<file path="src/rtl/ymp_pkg.sv">
package ymp_pkg;

	// memory map
	localparam int ROM_AW = 12;
	localparam int RAM_AW = 11;
	localparam logic [15:0] LATCH_ADDR = 16'h1000;
	localparam logic [15:0] OPM_BASE = 16'h2000;
	localparam logic [7:0] OPEN_BUS = 8'hff;

	// sample width into the modulators
	localparam int DAC_W = 16;

	// one sound cpu bus cycle
	typedef struct packed {
		logic [15:0] addr;
		logic [7:0]  wdata;
		logic        rw;
		logic        vma;
	} cpu_bus_t;

	// opm register port with active-low strobes
	typedef struct packed {
		logic       cs_n;
		logic       a0;
		logic       wr_n;
		logic [7:0] data;
	} opm_bus_t;

	typedef struct packed {
		logic       valid;
		logic [7:0] data;
	} host_byte_t;

	// loader write into program rom
	typedef struct packed {
		logic              wr;
		logic [ROM_AW-1:0] addr;
		logic [7:0]        data;
	} rom_write_t;

	typedef struct packed {
		logic signed [DAC_W-1:0] left;
		logic signed [DAC_W-1:0] right;
	} stereo_sample_t;

endpackage

</file>
<file path="src/rtl/ymp_host_control.sv">
module ymp_host_control import ymp_pkg::*; (
	input  logic       clk_per,
	input  logic       rst_n,
	input  host_byte_t host_in,
	input  logic       prog_mode,
	input  logic       latch_rd,
	output rom_write_t rom_wr,
	output logic [7:0] latch,
	output logic       irq,
	output logic       cpu_rst,
	output logic [7:0] led
);

	logic prog_q;
	logic prog_rise;

	logic [ROM_AW-1:0] load_addr;
	logic [ROM_AW-1:0] cur_addr;

	logic              wr_q;
	logic [ROM_AW-1:0] waddr_q;
	logic [7:0]        wdata_q;

	assign prog_rise = prog_mode && !prog_q;

	// a byte on the rising edge itself goes to address 0
	assign cur_addr = prog_rise ? '0 : load_addr;

	// cpu held in reset one cycle past the end of programming
	assign cpu_rst = prog_mode || prog_q;

	always_ff @(posedge clk_per) begin
		if (!rst_n) begin
			prog_q <= 1'b0;
			load_addr <= '0;
			wr_q <= 1'b0;
		end else begin
			prog_q <= prog_mode;
			wr_q <= prog_mode && host_in.valid;
			if (prog_mode && host_in.valid) begin
				load_addr <= cur_addr + 1'b1;
			end else if (prog_rise) begin
				load_addr <= '0;
			end
		end
	end

	always_ff @(posedge clk_per) begin
		if (prog_mode && host_in.valid) begin
			waddr_q <= cur_addr;
			wdata_q <= host_in.data;
		end
	end

	assign rom_wr.wr = wr_q;
	assign rom_wr.addr = waddr_q;
	assign rom_wr.data = wdata_q;

	// a new host byte beats a clearing latch read
	always_ff @(posedge clk_per) begin
		if (!rst_n) begin
			latch <= '0;
			irq <= 1'b0;
		end else if (!prog_mode && host_in.valid) begin
			latch <= host_in.data;
			irq <= 1'b1;
		end else if (latch_rd) begin
			irq <= 1'b0;
		end
	end

	// loader progress while programming
	assign led = prog_mode ? load_addr[ROM_AW-1 -: 8] : latch;

endmodule

</file>
<file path="config.mk">
export PLATFORM = sky130hd
export DESIGN_NAME = ymp_host_control
export DESIGN_NICKNAME = d
export VERILOG_FILES = /design/src/rtl/ymp_pkg.sv /design/src/rtl/ymp_host_control.sv
export SDC_FILE = /design/constraint.sdc
export NUM_CORES = 1
export LEC_CHECK = 0
export BUFFER_PORTS_ARGS = -buffer_cell sky130_fd_sc_hd__buf_2
export CORE_MARGIN = 1
export CORE_UTILIZATION = 45
export DETAILED_ROUTE_END_ITERATION = 8
export PLACE_DENSITY = 0.74
export SYNTH_ARGS = -nofsm -noshare
export SYNTH_HDL_FRONTEND = slang
export SYNTH_SLANG_ARGS = --single-unit
</file>
<file path="constraint.sdc">
create_clock -name clk_per -period 1.66 [get_ports clk_per]
set_input_delay 0.083 -clock clk_per [delete_from_list [all_inputs] [get_ports clk_per]]
set_output_delay 0.083 -clock clk_per [all_outputs]
set_load 0.005 [all_outputs]
</file>
* Word-level counts from Yosys, hierarchy flattened
Index checks and enable logic that the tools add are counted.
** Storage, ports and cells
- Bits in registers :: 43
- Word-level logic and storage cells :: 20
** Operators by class
- Add/sub/neg operators :: 1
- Muxes and demuxes :: 5
- Reductions and logical operators :: 7
** Operator list (count)
- 12-bit 2-to-1 mux :: 2
- 12-bit by 1-bit adder with 12-bit output, second input constant :: 1
- 8-bit 2-to-1 mux :: 1
- 1-bit logical AND :: 3
- 1-bit logical NOT :: 2
- 1-bit 2-to-1 mux :: 2
- 2-bit nonzero test :: 1
- 1-bit logical OR :: 1

* Logic depth before layout (Yosys ltp)
Gate-level depths: netlist (run 1).
- Word-level depth :: 5
- Mapped depth :: 9
- Mapped depth without buffers :: 7

* Worst setup path after synthesis (run 1)
OpenSTA, ideal clock, no wires.
- Path kind :: reg2reg
- Start point :: register prog_q
- End point :: register load_addr[8]
- Arrival :: 1695 ps
- Data required time :: 1589 ps
- Slack :: -106 ps
- Cell stages (with the launch flop) :: 8
- Buffers on the path :: 1
- Period minus slack after synthesis :: 1766 ps
- Cell sequence :: dfxtp_1 -> nand2b_4 -> clkbuf_1 -> and2_1 -> ha_1 -> nand3_2 -> or3_1 -> a21oi_1
** On the way
- Longest elaborated chain between the ends :: 5
** Ends and longest elaborated chain
- start: declaration :: line ymp_host_control.sv:14 : logic prog_q;
- start signal: assignment :: line ymp_host_control.sv:38 : prog_q <= prog_mode;
- 1-bit logical NOT :: line ymp_host_control.sv:24 : assign prog_rise = prog_mode && !prog_q;
- 1-bit logical AND :: line ymp_host_control.sv:24
- 12-bit 2-to-1 mux
- net cur_addr[0] :: line ymp_host_control.sv:18 : logic [ROM_AW-1:0] cur_addr;
- 12-bit by 1-bit adder with 12-bit output :: line ymp_host_control.sv:41 : load_addr <= cur_addr + 1'b1;
- 12-bit 2-to-1 mux :: line ymp_host_control.sv:40 : if (prog_mode && host_in.valid) begin
- end signal: assignment :: line ymp_host_control.sv:41
- end: declaration :: line ymp_host_control.sv:17 : logic [ROM_AW-1:0] load_addr;
The timed path passes the listed nets, and every way through them passes these cells.
A chain may end at the register's enable or synchronous reset.

* Worst setup path in the final report (run 1)
- Start point :: register prog_q
- End point :: register load_addr[9]
** On the way
- Longest elaborated chain between the ends :: 5
** Ends and longest elaborated chain (line)
- 1-bit logical NOT * :: ymp_host_control.sv:24
- 1-bit logical AND * :: ymp_host_control.sv:24
- 12-bit 2-to-1 mux *
- net cur_addr[9] :: ymp_host_control.sv:18
- 12-bit by 1-bit adder with 12-bit output :: ymp_host_control.sv:41
- 12-bit 2-to-1 mux * :: ymp_host_control.sv:40
Mark *: on every way through the listed nets, which the timed path passes. The rest lies on a longest branch.

==> metrics.txt, run 1 <==
num ports=52; n_diodes=0; Post-synth EDFFs=20; asr flop ratio synth=0%; total negative slack=0 ps; met3 WL post-DR=288 um; Synth Instances=158; gr usage total=18.4%; CTS tree=built; Min-Delay Path Depth=3; Ys Warns=0; final net count=237; H-tree lvl count=2; Critical-path top delay cell=or4_1; final wirelength=3.56 mm; unrepaired setup endpoints after global routing=no; Final ANT Viol Nets=0; Levels on crit path=5; Worst slew margin=63.1%; post-synthesis sequential area ratio=60.4%; first-pass GRT wire length=5.78 mm; flip-flop and latch count after synthesis=43; full die area=4160 um^2; Starting Density=47.3%; max_cap viols=0; Largest delay share family, worst path=simple AND/OR/NAND/NOR gates; detailed placement HPWL=2.50 mm; pwr dens=903 nW/um^2; vias in the first global route=1239; Yosys top cell area share=34.2%; CP arrival=1800 ps; Final Setup Violations=0; antenna violations before repair=0; area grow syn2layout=29.3%; status=complete, no violations; metal1 wirelength=1.64 mm; worst vdd ir=0.767 mV; crit start category=register; Worst-path clk slew=80 ps; R2R cell count=5; crit path kind=reg -> reg; crit path cell chain=nand2b_4, buf_4, and2_1, or4_1, a21oi_2; vias per cell=4.83; Leak=0.954 nW; Max Fclk=633 MHz; mapped cell area=1760 um^2; Synth cell types=35; DP Area=2080 um^2; latest clock arrival within the worst-skew pair=300 ps; Final Max Slew Viols=0; crit path time final=1580 ps; DRT Pass-1 Iters=4; Setup Skew=7.19 ps; CORE AREA=3720 um^2; Critical path buffers and inverters=1; # port buffers=51; Avg WL per Cell=13.1 um; DRC viols=0; layout cells sized above 1=36.6%; placer congestion estimate=0.817; post-synth top area cell=edfxtp_1; final critical-path share of the clock period=95.2%; setup slack after layout=79.3 ps; top-count cell post-synth=nand2_1; largest net degree at the start of global routing=18; Worst Hold Class=in -> reg; highest routed layer=met4; Crit. End Element=register; Die Width=64.5 um; syn_area_per_cell=11.1 um^2; # clock sinks=43; Site Rows=22; synth top area cells=edfxtp_1 34%, dfxtp_1 26%, nand2_1 5.6%, mux2_2 5.1%, and2_1 5.0%; DRT iter0 DRCs=35; Hold Slack=44.4 ps; root buffer cell=clkbuf_8; die height=64.5 um; final hold vios=0; pre-CTS WS=38.6 ps; wire length on met2=1.58 mm; Post-synth top flop=dfxtp_1; gr ovfl total=0; Worst Max-Slew Pin Slew=550 ps; Largest stage delay, worst path=530 ps; Max FO, Critical Path=10; CTS buffer count=5; DR vias=1313; Synthesized Nets=172; WP data required=1880 ps; Post-synth top cells=26 x nand2_1, 23 x dfxtp_1, 20 x edfxtp_1; final instance area=2270 um^2; Bufs on Longest Clock Path=2
## registers in the layout, summed over array words and instances, names as in the netlist
register   count
wdata_q        8
waddr_q       12
prog_q         1
irq            1
load_addr     12
wr_q           1
latch          8
## cell type report
cell class                      instances  area (um^2)
Clock buffer                            8          100
Fill cell                             315         1440
Inverter                                4         15.0
Multi-Input combinational cell        104          654
Sequential cell                        43         1060
Tap cell                               48         60.1
Timing Repair Buffer                   65          380
## power by group
| group | switching (mW) | internal, mW | total [mW] |
|---|---|---|---|
| logic | 0.0853 | 0.0844 | 0.170 |
| clock network | 0.340 | 0.380 | 0.719 |
| registers | 0.0154 | 1.15 | 1.16 |
## cells in the final DEF (no fill, tap or decap), types with 2 or more instances in the layout
cell | Yosys | routed
a21oi_1 | 14 | 13
and2_1 | 14 | 12
and2_4 | 0 | 2
buf_2 | 0 | 51
buf_4 | 1 | 6
clkbuf_8 | 0 | 7
dfxtp_1 | 23 | 22
dlygate4sd3_1 | 0 | 8
edfxtp_1 | 20 | 20
inv_1 | 3 | 3
mux2_2 | 8 | 8
mux2i_1 | 3 | 3
nand2_1 | 26 | 26
nand2b_1 | 5 | 5
nand3_1 | 5 | 5
nand4_1 | 2 | 2
nor2_1 | 5 | 5
o31ai_1 | 2 | 2
or4_1 | 2 | 2
xnor2_1 | 3 | 3
## stage by stage
step | util [%] | std cells | power [mW]
after global routing | 61.1 | 272 | 2.13
after global placement | 56.0 | 256 | 1.34
after CTS | 60.9 | 272 | 2.06
final | 61.1 | 272 | 2.05
after detailed placement | 56.0 | 256 | 1.34
after floorplan | - | 158 | 1.26
## cell families (layout without fill, tap and decap cells)
logic type               Yosys count  count (layout)  synth area share [%]
AND/OR/NAND/NOR                   70              70                  21.6
flip-flops                        43              43                  60.4
AO/OA/AOI/OAI                     18              18                  5.48
multiplexers                      11              11                  6.84
buffers and inverters             11              77                  2.99
XOR/XNOR                           4               4                  1.99
adder cells (fa/ha/maj)            1               1                 0.712
## path summary, 6_finish.rpt
kind | start | endpoint | slack (ps)
max | prog_q$_SDFF_PN0_ | load_addr[9]$_SDFF_PN0_ | 80
min | latch_rd | irq$_SDFFE_PN0P_ | 40
max reg2reg | prog_q$_SDFF_PN0_ | load_addr[9]$_SDFF_PN0_ | 80
min reg2reg | irq$_SDFFE_PN0P_ | irq$_SDFFE_PN0P_ | 470
## layer usage
layer	GRT usage [%]	vias up
li1	-	677
met5	0	-
met2	29.2	57
met3	5.99	8
met1	22.8	571
met4	8.33	0
## worst min-delay path: stages
cell	delay, ps
buf_2	70
nand2b_1	80
a21oi_1	50
## repair_timing
item | in CTS | in global routing
hold buffers | 8 | 0
hold endpoints to repair | 8 | 0
endpoints found under the setup margin | 0 | 4
buffers inserted | 0 | 0
resized for setup | 0 | 4
(Power assumes the default switching activity.)
==> run 2, diff against run 1 <==
--- a/config.mk
+++ b/config.mk
@@ -7,9 +7,10 @@
 export LEC_CHECK = 0
 export BUFFER_PORTS_ARGS = -buffer_cell sky130_fd_sc_hd__buf_2
 export CORE_MARGIN = 1
-export CORE_UTILIZATION = 45
+export CORE_UTILIZATION = 40
 export DETAILED_ROUTE_END_ITERATION = 8
-export PLACE_DENSITY = 0.74
+export PLACE_DENSITY = 0.67
+export RECOVER_POWER = 50
 export SYNTH_ARGS = -nofsm -noshare
 export SYNTH_HDL_FRONTEND = slang
 export SYNTH_SLANG_ARGS = --single-unit
==> run 2 against run 1 <==
Against the previous run:
- clock power down 14%
- final cell count up 0.74%
- die area up 12%
- non-clock buffer count unchanged
- worst hold slack better by 11 ps
- sequential share of layout area up 1.3 points
- clock skew down 2.0 ps
- combinational power down 5%
- largest cell class unchanged
- setup slack worse by 17 ps
==> metrics.txt, run 2 (same netlist as run 1, synthesis figures left out) <==
Worst Hold Class=in -> reg; Final ANT Viol Nets=0 (unchanged); antenna violations before repair=0 (unchanged); DRT Pass-1 Iters=4 (unchanged); Final Max Slew Viols=0 (unchanged); total negative slack=0 ps (unchanged); crit path time final=1600 ps (+17.2 ps); Avg WL per Cell=14.0 um (+7.0%); Critical-path top delay cell=or4_1; final critical-path share of the clock period=96.3% (+1.0 points); Site Rows=23 (+4.5%); most common cell after layout, fill and taps aside=clkbuf_1; WP data required=1870 ps (about the same); die height=68.3 um (+5.9%); CP arrival=1810 ps (about the same); Multi-input gate area=651 um^2 (-0.57%); gr ovfl total=0 (unchanged); Leak=0.852 nW (-11%); # clock sinks=43 (unchanged); DRC viols=0 (unchanged); unrepaired setup endpoints after global routing=no; Crit. End Element=register; Max Fclk=626 MHz (-1.1%); placer congestion estimate=0.757 (-7.3%); DRT iter0 DRCs=96 (+170%); register area=1060 um^2 (-0.12%); status=complete, no violations; Worst Max-Slew Pin Slew=603 ps (+53.1 ps); final cell count without fillers=274 (+0.74%); commonest non-fill, non-tap cells in the layout=31 x clkbuf_1, 25 x nand2_1, 23 x dfxtp_1; vias in the first global route=1198 (-3.3%); final hold vios=0 (unchanged); CTS tree=built; detailed placement HPWL=2.69 mm (+7.4%); final wirelength=3.84 mm (+7.8%); crit path cell chain=nand2b_4, buf_4, and2_1, or4_1, a21oi_1; n_diodes=0 (unchanged); DP Area=2080 um^2 (+0.12%); Largest delay share family, worst path=simple AND/OR/NAND/NOR gates; Largest stage delay, worst path=510 ps (-20 ps); crit path kind=reg -> reg; Final Setup Violations=0 (unchanged); pwr dens=880 nW/um^2 (-2.6%); Max FO, Critical Path=11 (+1); first-pass GRT wire length=6.00 mm (+3.7%); # port buffers=51 (unchanged); final instance area=2210 um^2 (-2.9%); Cells after DPL=258 (+0.78%); Worst slew margin=59.8% (-3.3 points); largest net degree at the start of global routing=18 (unchanged); DR vias=1366 (+4.0%); Filler cells=387 (+23%); Critical path buffers and inverters=1 (unchanged); H-tree lvl count=2 (unchanged); Die Width=68.3 um (+5.9%); max_cap viols=0 (unchanged); gr usage total=18.2% (-0.20 points); layout cells sized above 1=21.4% (-15 points); final net count=237 (unchanged); top flop regs=load_addr: 12 flops, waddr_q: 12 flops; root buffer cell=clkbuf_8; Setup Skew=5.18 ps (-2.02 ps); Worst-path clk slew=80 ps (about the same); vias per cell=4.99 (+3.3%); crit start category=register; Tot Pwr=1.94 mW (-5.4%); full die area=4660 um^2 (+12%); latest clock arrival within the worst-skew pair=290 ps (about the same); Bufs on Longest Clock Path=2 (unchanged); Starting Density=42.7% (-4.6 points); worst vdd ir=0.349 mV (-54%); area grow syn2layout=25.6%; CTS buffer count=5 (unchanged); CORE AREA=4120 um^2 (+11%); num ports=52 (unchanged)
[run 2: worst min-delay path, stage by stage]
cell and delay [ps]:
buf_2 80, nand2b_1 90, a21oi_1 60
[run 2: final timing paths]
kind | depth (start not counted) | slack [ps] | startpoint | endpoint
worst max-delay path | 5 | 60 | prog_q$_SDFF_PN0_ | load_addr[9]$_SDFF_PN0_
worst min-delay path | 3 | 60 | latch_rd | irq$_SDFFE_PN0P_
worst max register to register | 5 | 60 | prog_q$_SDFF_PN0_ | load_addr[9]$_SDFF_PN0_
worst min register to register | 2 | 470 | latch[6]$_SDFFE_PN0P_ | latch[6]$_SDFFE_PN0P_
[run 2: power by group]
group / internal (mW) / leakage (nW) / total, mW / switching [mW]
logic: 0.0726 / 0.444 / 0.161 / 0.0888
registers: 1.15 / 0.368 / 1.16 / 0.0162
clock network: 0.287 / 0.0403 / 0.616 / 0.329
[run 2: layout make-up]
cell class / count / share of cell area, %
Sequential cell: 43 / 48.1
Multi-Input combinational cell: 104 / 29.5
Timing Repair Buffer: 65 / 15.3
Clock buffer: 6 / 3.29
Tap cell: 50 / 2.83
Inverter: 4 / 0.680
Clock inverter: 2 / 0.340
[run 2: routing by layer]
metal	routed length [um]	GRT usage [%]	share of wire, %	vias up
li1	-	-	-	680
met1	1730	23.7	45	636
met2	1860	29.2	48	46
met3	207	3.67	5.4	4
met4	35	7.81	0.91	0
met5	0	0	0	-
[run 2: stage by stage]
| stage | hold slack [ps] | util (%) | setup WS (ps) |
|---|---|---|---|
| finish | 55.5 | 53.6 | 62.1 |
| global placement | 279 | 50.7 | 162 |
| CTS | 52.2 | 54.5 | 71.4 |
| detailed placement | 278 | 50.7 | 92.4 |
| global route | 96.5 | 53.6 | 10.9 |
| floorplan | 182 | - | 34.6 |
[run 2: repair_timing]
action	in CTS	in global routing
gates resized for setup	0	2
setup endpoints to repair	0	3
hold buffers	8	0
setup buffers	0	0
endpoints found under the hold margin	8	0
==> run 3, diff against run 2 <==
--- a/config.mk
+++ b/config.mk
@@ -6,10 +6,9 @@
 export NUM_CORES = 1
 export LEC_CHECK = 0
 export BUFFER_PORTS_ARGS = -buffer_cell sky130_fd_sc_hd__buf_2
-export CORE_MARGIN = 1
+export CORE_MARGIN = 4
 export CORE_UTILIZATION = 40
 export DETAILED_ROUTE_END_ITERATION = 8
-export PLACE_DENSITY = 0.67
 export RECOVER_POWER = 50
 export SYNTH_ARGS = -nofsm -noshare
 export SYNTH_HDL_FRONTEND = slang
==> constraint.sdc (replaced) <==
create_clock -name clk_per -period 1.62 [get_ports clk_per]
set_input_delay 0.081 -clock clk_per [delete_from_list [all_inputs] [get_ports clk_per]]
set_output_delay 0.081 -clock clk_per [all_outputs]
set_load 0.005 [all_outputs]
==> run 3 against run 2 <==
Against the previous run:
- cell area is 2.6% higher
- register-to-register slack hardly changed
- via count hardly changed
- largest cell class unchanged
- largest power group unchanged
==> metrics.txt, run 3 (same netlist as run 1, synthesis figures left out) <==
vias in the first global route=1379 (+15%); Critical path buffers and inverters=1 (unchanged); layout cells sized above 1=27.3% (+5.9 points); final hold vios=0 (unchanged); crit path kind=reg -> reg; DRC viols=0 (unchanged); gr ovfl total=0 (unchanged); CP arrival=1760 ps (-50 ps); full die area=5520 um^2 (+18%); most common cell after layout, fill and taps aside=buf_2; final net count=241 (+1.7%); Worst Max-Slew Pin Slew=656 ps (+52.7 ps); P_sw=0.447 mW (+2.9%); crit path cell chain=nand2b_4, buf_4, nand2_1, or4_1, a21oi_1; first-pass GRT wire length=6.52 mm (+8.7%); CTS tree=built; Largest stage delay, worst path=560 ps (+50 ps); largest net degree at the start of global routing=18 (unchanged); vias per cell=4.93 (-1.2%); final cell count without fillers=277 (+1.1%); # clock sinks=43 (unchanged); area grow syn2layout=28.8%; Hold Slack=51.2 ps (-4.29 ps); final critical-path share of the clock period=95.7% (-0.53 points); hold path startpoint=latch_rd; total negative slack=0 ps (unchanged); Avg WL per Cell=14.6 um (+4.1%); latest clock arrival within the worst-skew pair=290 ps (about the same); root buffer cell=clkbuf_8; final wirelength=4.04 mm (+5.2%); DRT iter0 DRCs=71 (-26%); Final Max Slew Viols=0 (unchanged); detailed placement HPWL=2.88 mm (+7.1%); Cells after DPL=258 (unchanged); pwr dens=885 nW/um^2 (+0.65%); num ports=52 (unchanged); n_diodes=0 (unchanged); CTS buffer count=5 (unchanged); Largest delay share family, worst path=simple AND/OR/NAND/NOR gates; Internal=1.56 mW (+3.3%); Leak=0.893 nW (+4.8%); Final ANT Viol Nets=0 (unchanged); Bufs on Longest Clock Path=2 (unchanged); Setup Skew=7.79 ps (+2.61 ps); WP data required=1830 ps (-40 ps); Min-Delay Path Depth=3 (unchanged); Logic pwr share=8.7% (+0.4 points); sequential power share=59.6% (-0.4 points); CORE AREA=4120 um^2 (unchanged); Levels on crit path=5 (unchanged); # port buffers=51 (unchanged); Crit. End Element=register; worst vdd ir=0.495 mV (+42%); H-tree lvl count=2 (unchanged); Worst R2R Start=prog_q$_SDFF_PN0_; DP Area=2090 um^2 (+0.18%); Site Rows=23 (unchanged); Starting Density=42.7% (unchanged); antenna violations before repair=0 (unchanged); Final Core Density=55.0% (+1.4 points); DRT Pass-1 Iters=4 (unchanged); max_cap viols=0 (unchanged); top flop regs=load_addr: 12 flops, waddr_q: 12 flops; gr usage total=15.6% (-2.7 points); Critical-path top delay cell=or4_1; Max FO, Critical Path=7 (-4); Worst slew margin=56.3% (-3.5 points); crit start category=register; DR vias=1365 (-0.073%); crit path time final=1550 ps (-47.0 ps); Die Width=74.3 um (+8.8%); R2R cell count=5 (unchanged); final instance area=2260 um^2 (+2.6%); CP Launch Point=prog_q$_SDFF_PN0_; Worst Hold Class=in -> reg; Worst-path clk slew=70 ps (about the same); placer congestion estimate=0.768 (+1.5%); Clk network pwr share=31.7% (about the same); commonest non-fill, non-tap cells in the layout=30 x buf_2, 26 x nand2_1, 23 x clkbuf_1; Max Fclk=645 MHz (+3.0%); status=complete, no violations; Final Setup Violations=0 (unchanged); die height=74.3 um (+8.8%); Net Sw Frac=22.3% (-0.073 points)
[run 3: changes by cell type in the layout (fill, tap and decap cells not counted), sizes merged]
cell / before / now
buf: 26 / 38
clkbuf: 37 / 30
clkinv: 3 / 1
[run 3: area by class of cell]
cell class                      instances  area, um^2
Clock buffer                            7        76.3
Fill cell                             372        1850
Inverter                                4        15.0
Multi-Input combinational cell        104         668
Sequential cell                        43        1060
Tap cell                               50        62.6
Timing Repair Buffer                   69         379
[run 3: repair_timing]
item | CTS | global route
setup endpoints to repair | 1 | 2
hold buffers | 8 | 0
gates resized for setup | 1 | 2
buffers inserted | 0 | 4
endpoints found under the hold margin | 8 | 0
[run 3: path summary, 6_finish.rpt]
| kind | endpoint | slack [ps] |
|---|---|---|
| worst max-delay path | load_addr[9]$_SDFF_PN0_ | 70 |
| worst min-delay path | irq$_SDFFE_PN0P_ | 50 |
| worst max register to register | load_addr[9]$_SDFF_PN0_ | 70 |
| worst min register to register | latch[2]$_SDFFE_PN0P_ | 480 |
[run 3: layer usage]
layer	routed length (um)	vias up	global-route usage, %	share of wire, %
li1	-	682	-	-
met1	1760	638	19.8	44
met2	1970	40	25.3	49
met3	260	5	4.86	6.4
met4	48	0	5.14	1.2
met5	0	-	0	0
[run 3: worst register-to-register path: cells and delay by family (launching register included)]
kind | cells | cell delay, ps
flip-flops | 1 | 350
AO/OA/AOI/OAI | 1 | 160
buffers and inverters | 1 | 120
AND/OR/NAND/NOR | 3 | 860
[run 3: stage by stage]
stage	power [mW]	setup slack, ps
after floorplan	1.29	28.0
final	2.00	69.1
after CTS	2.02	9.65
after global placement	1.37	73.3
after detailed placement	1.38	-6.76
after global routing	2.09	-10.4
[run 3: power by group through the flow]
stage	Sequential (mW)	Clock [mW]	Combinational, mW
6_report	1.19	0.636	0.175
3_3_place_gp	1.22	0	0.158
3_5_place_dp	1.22	0	0.161
2_1_floorplan	1.22	0	0.0728
5_1_grt	1.20	0.696	0.194
4_1_cts	1.19	0.649	0.176
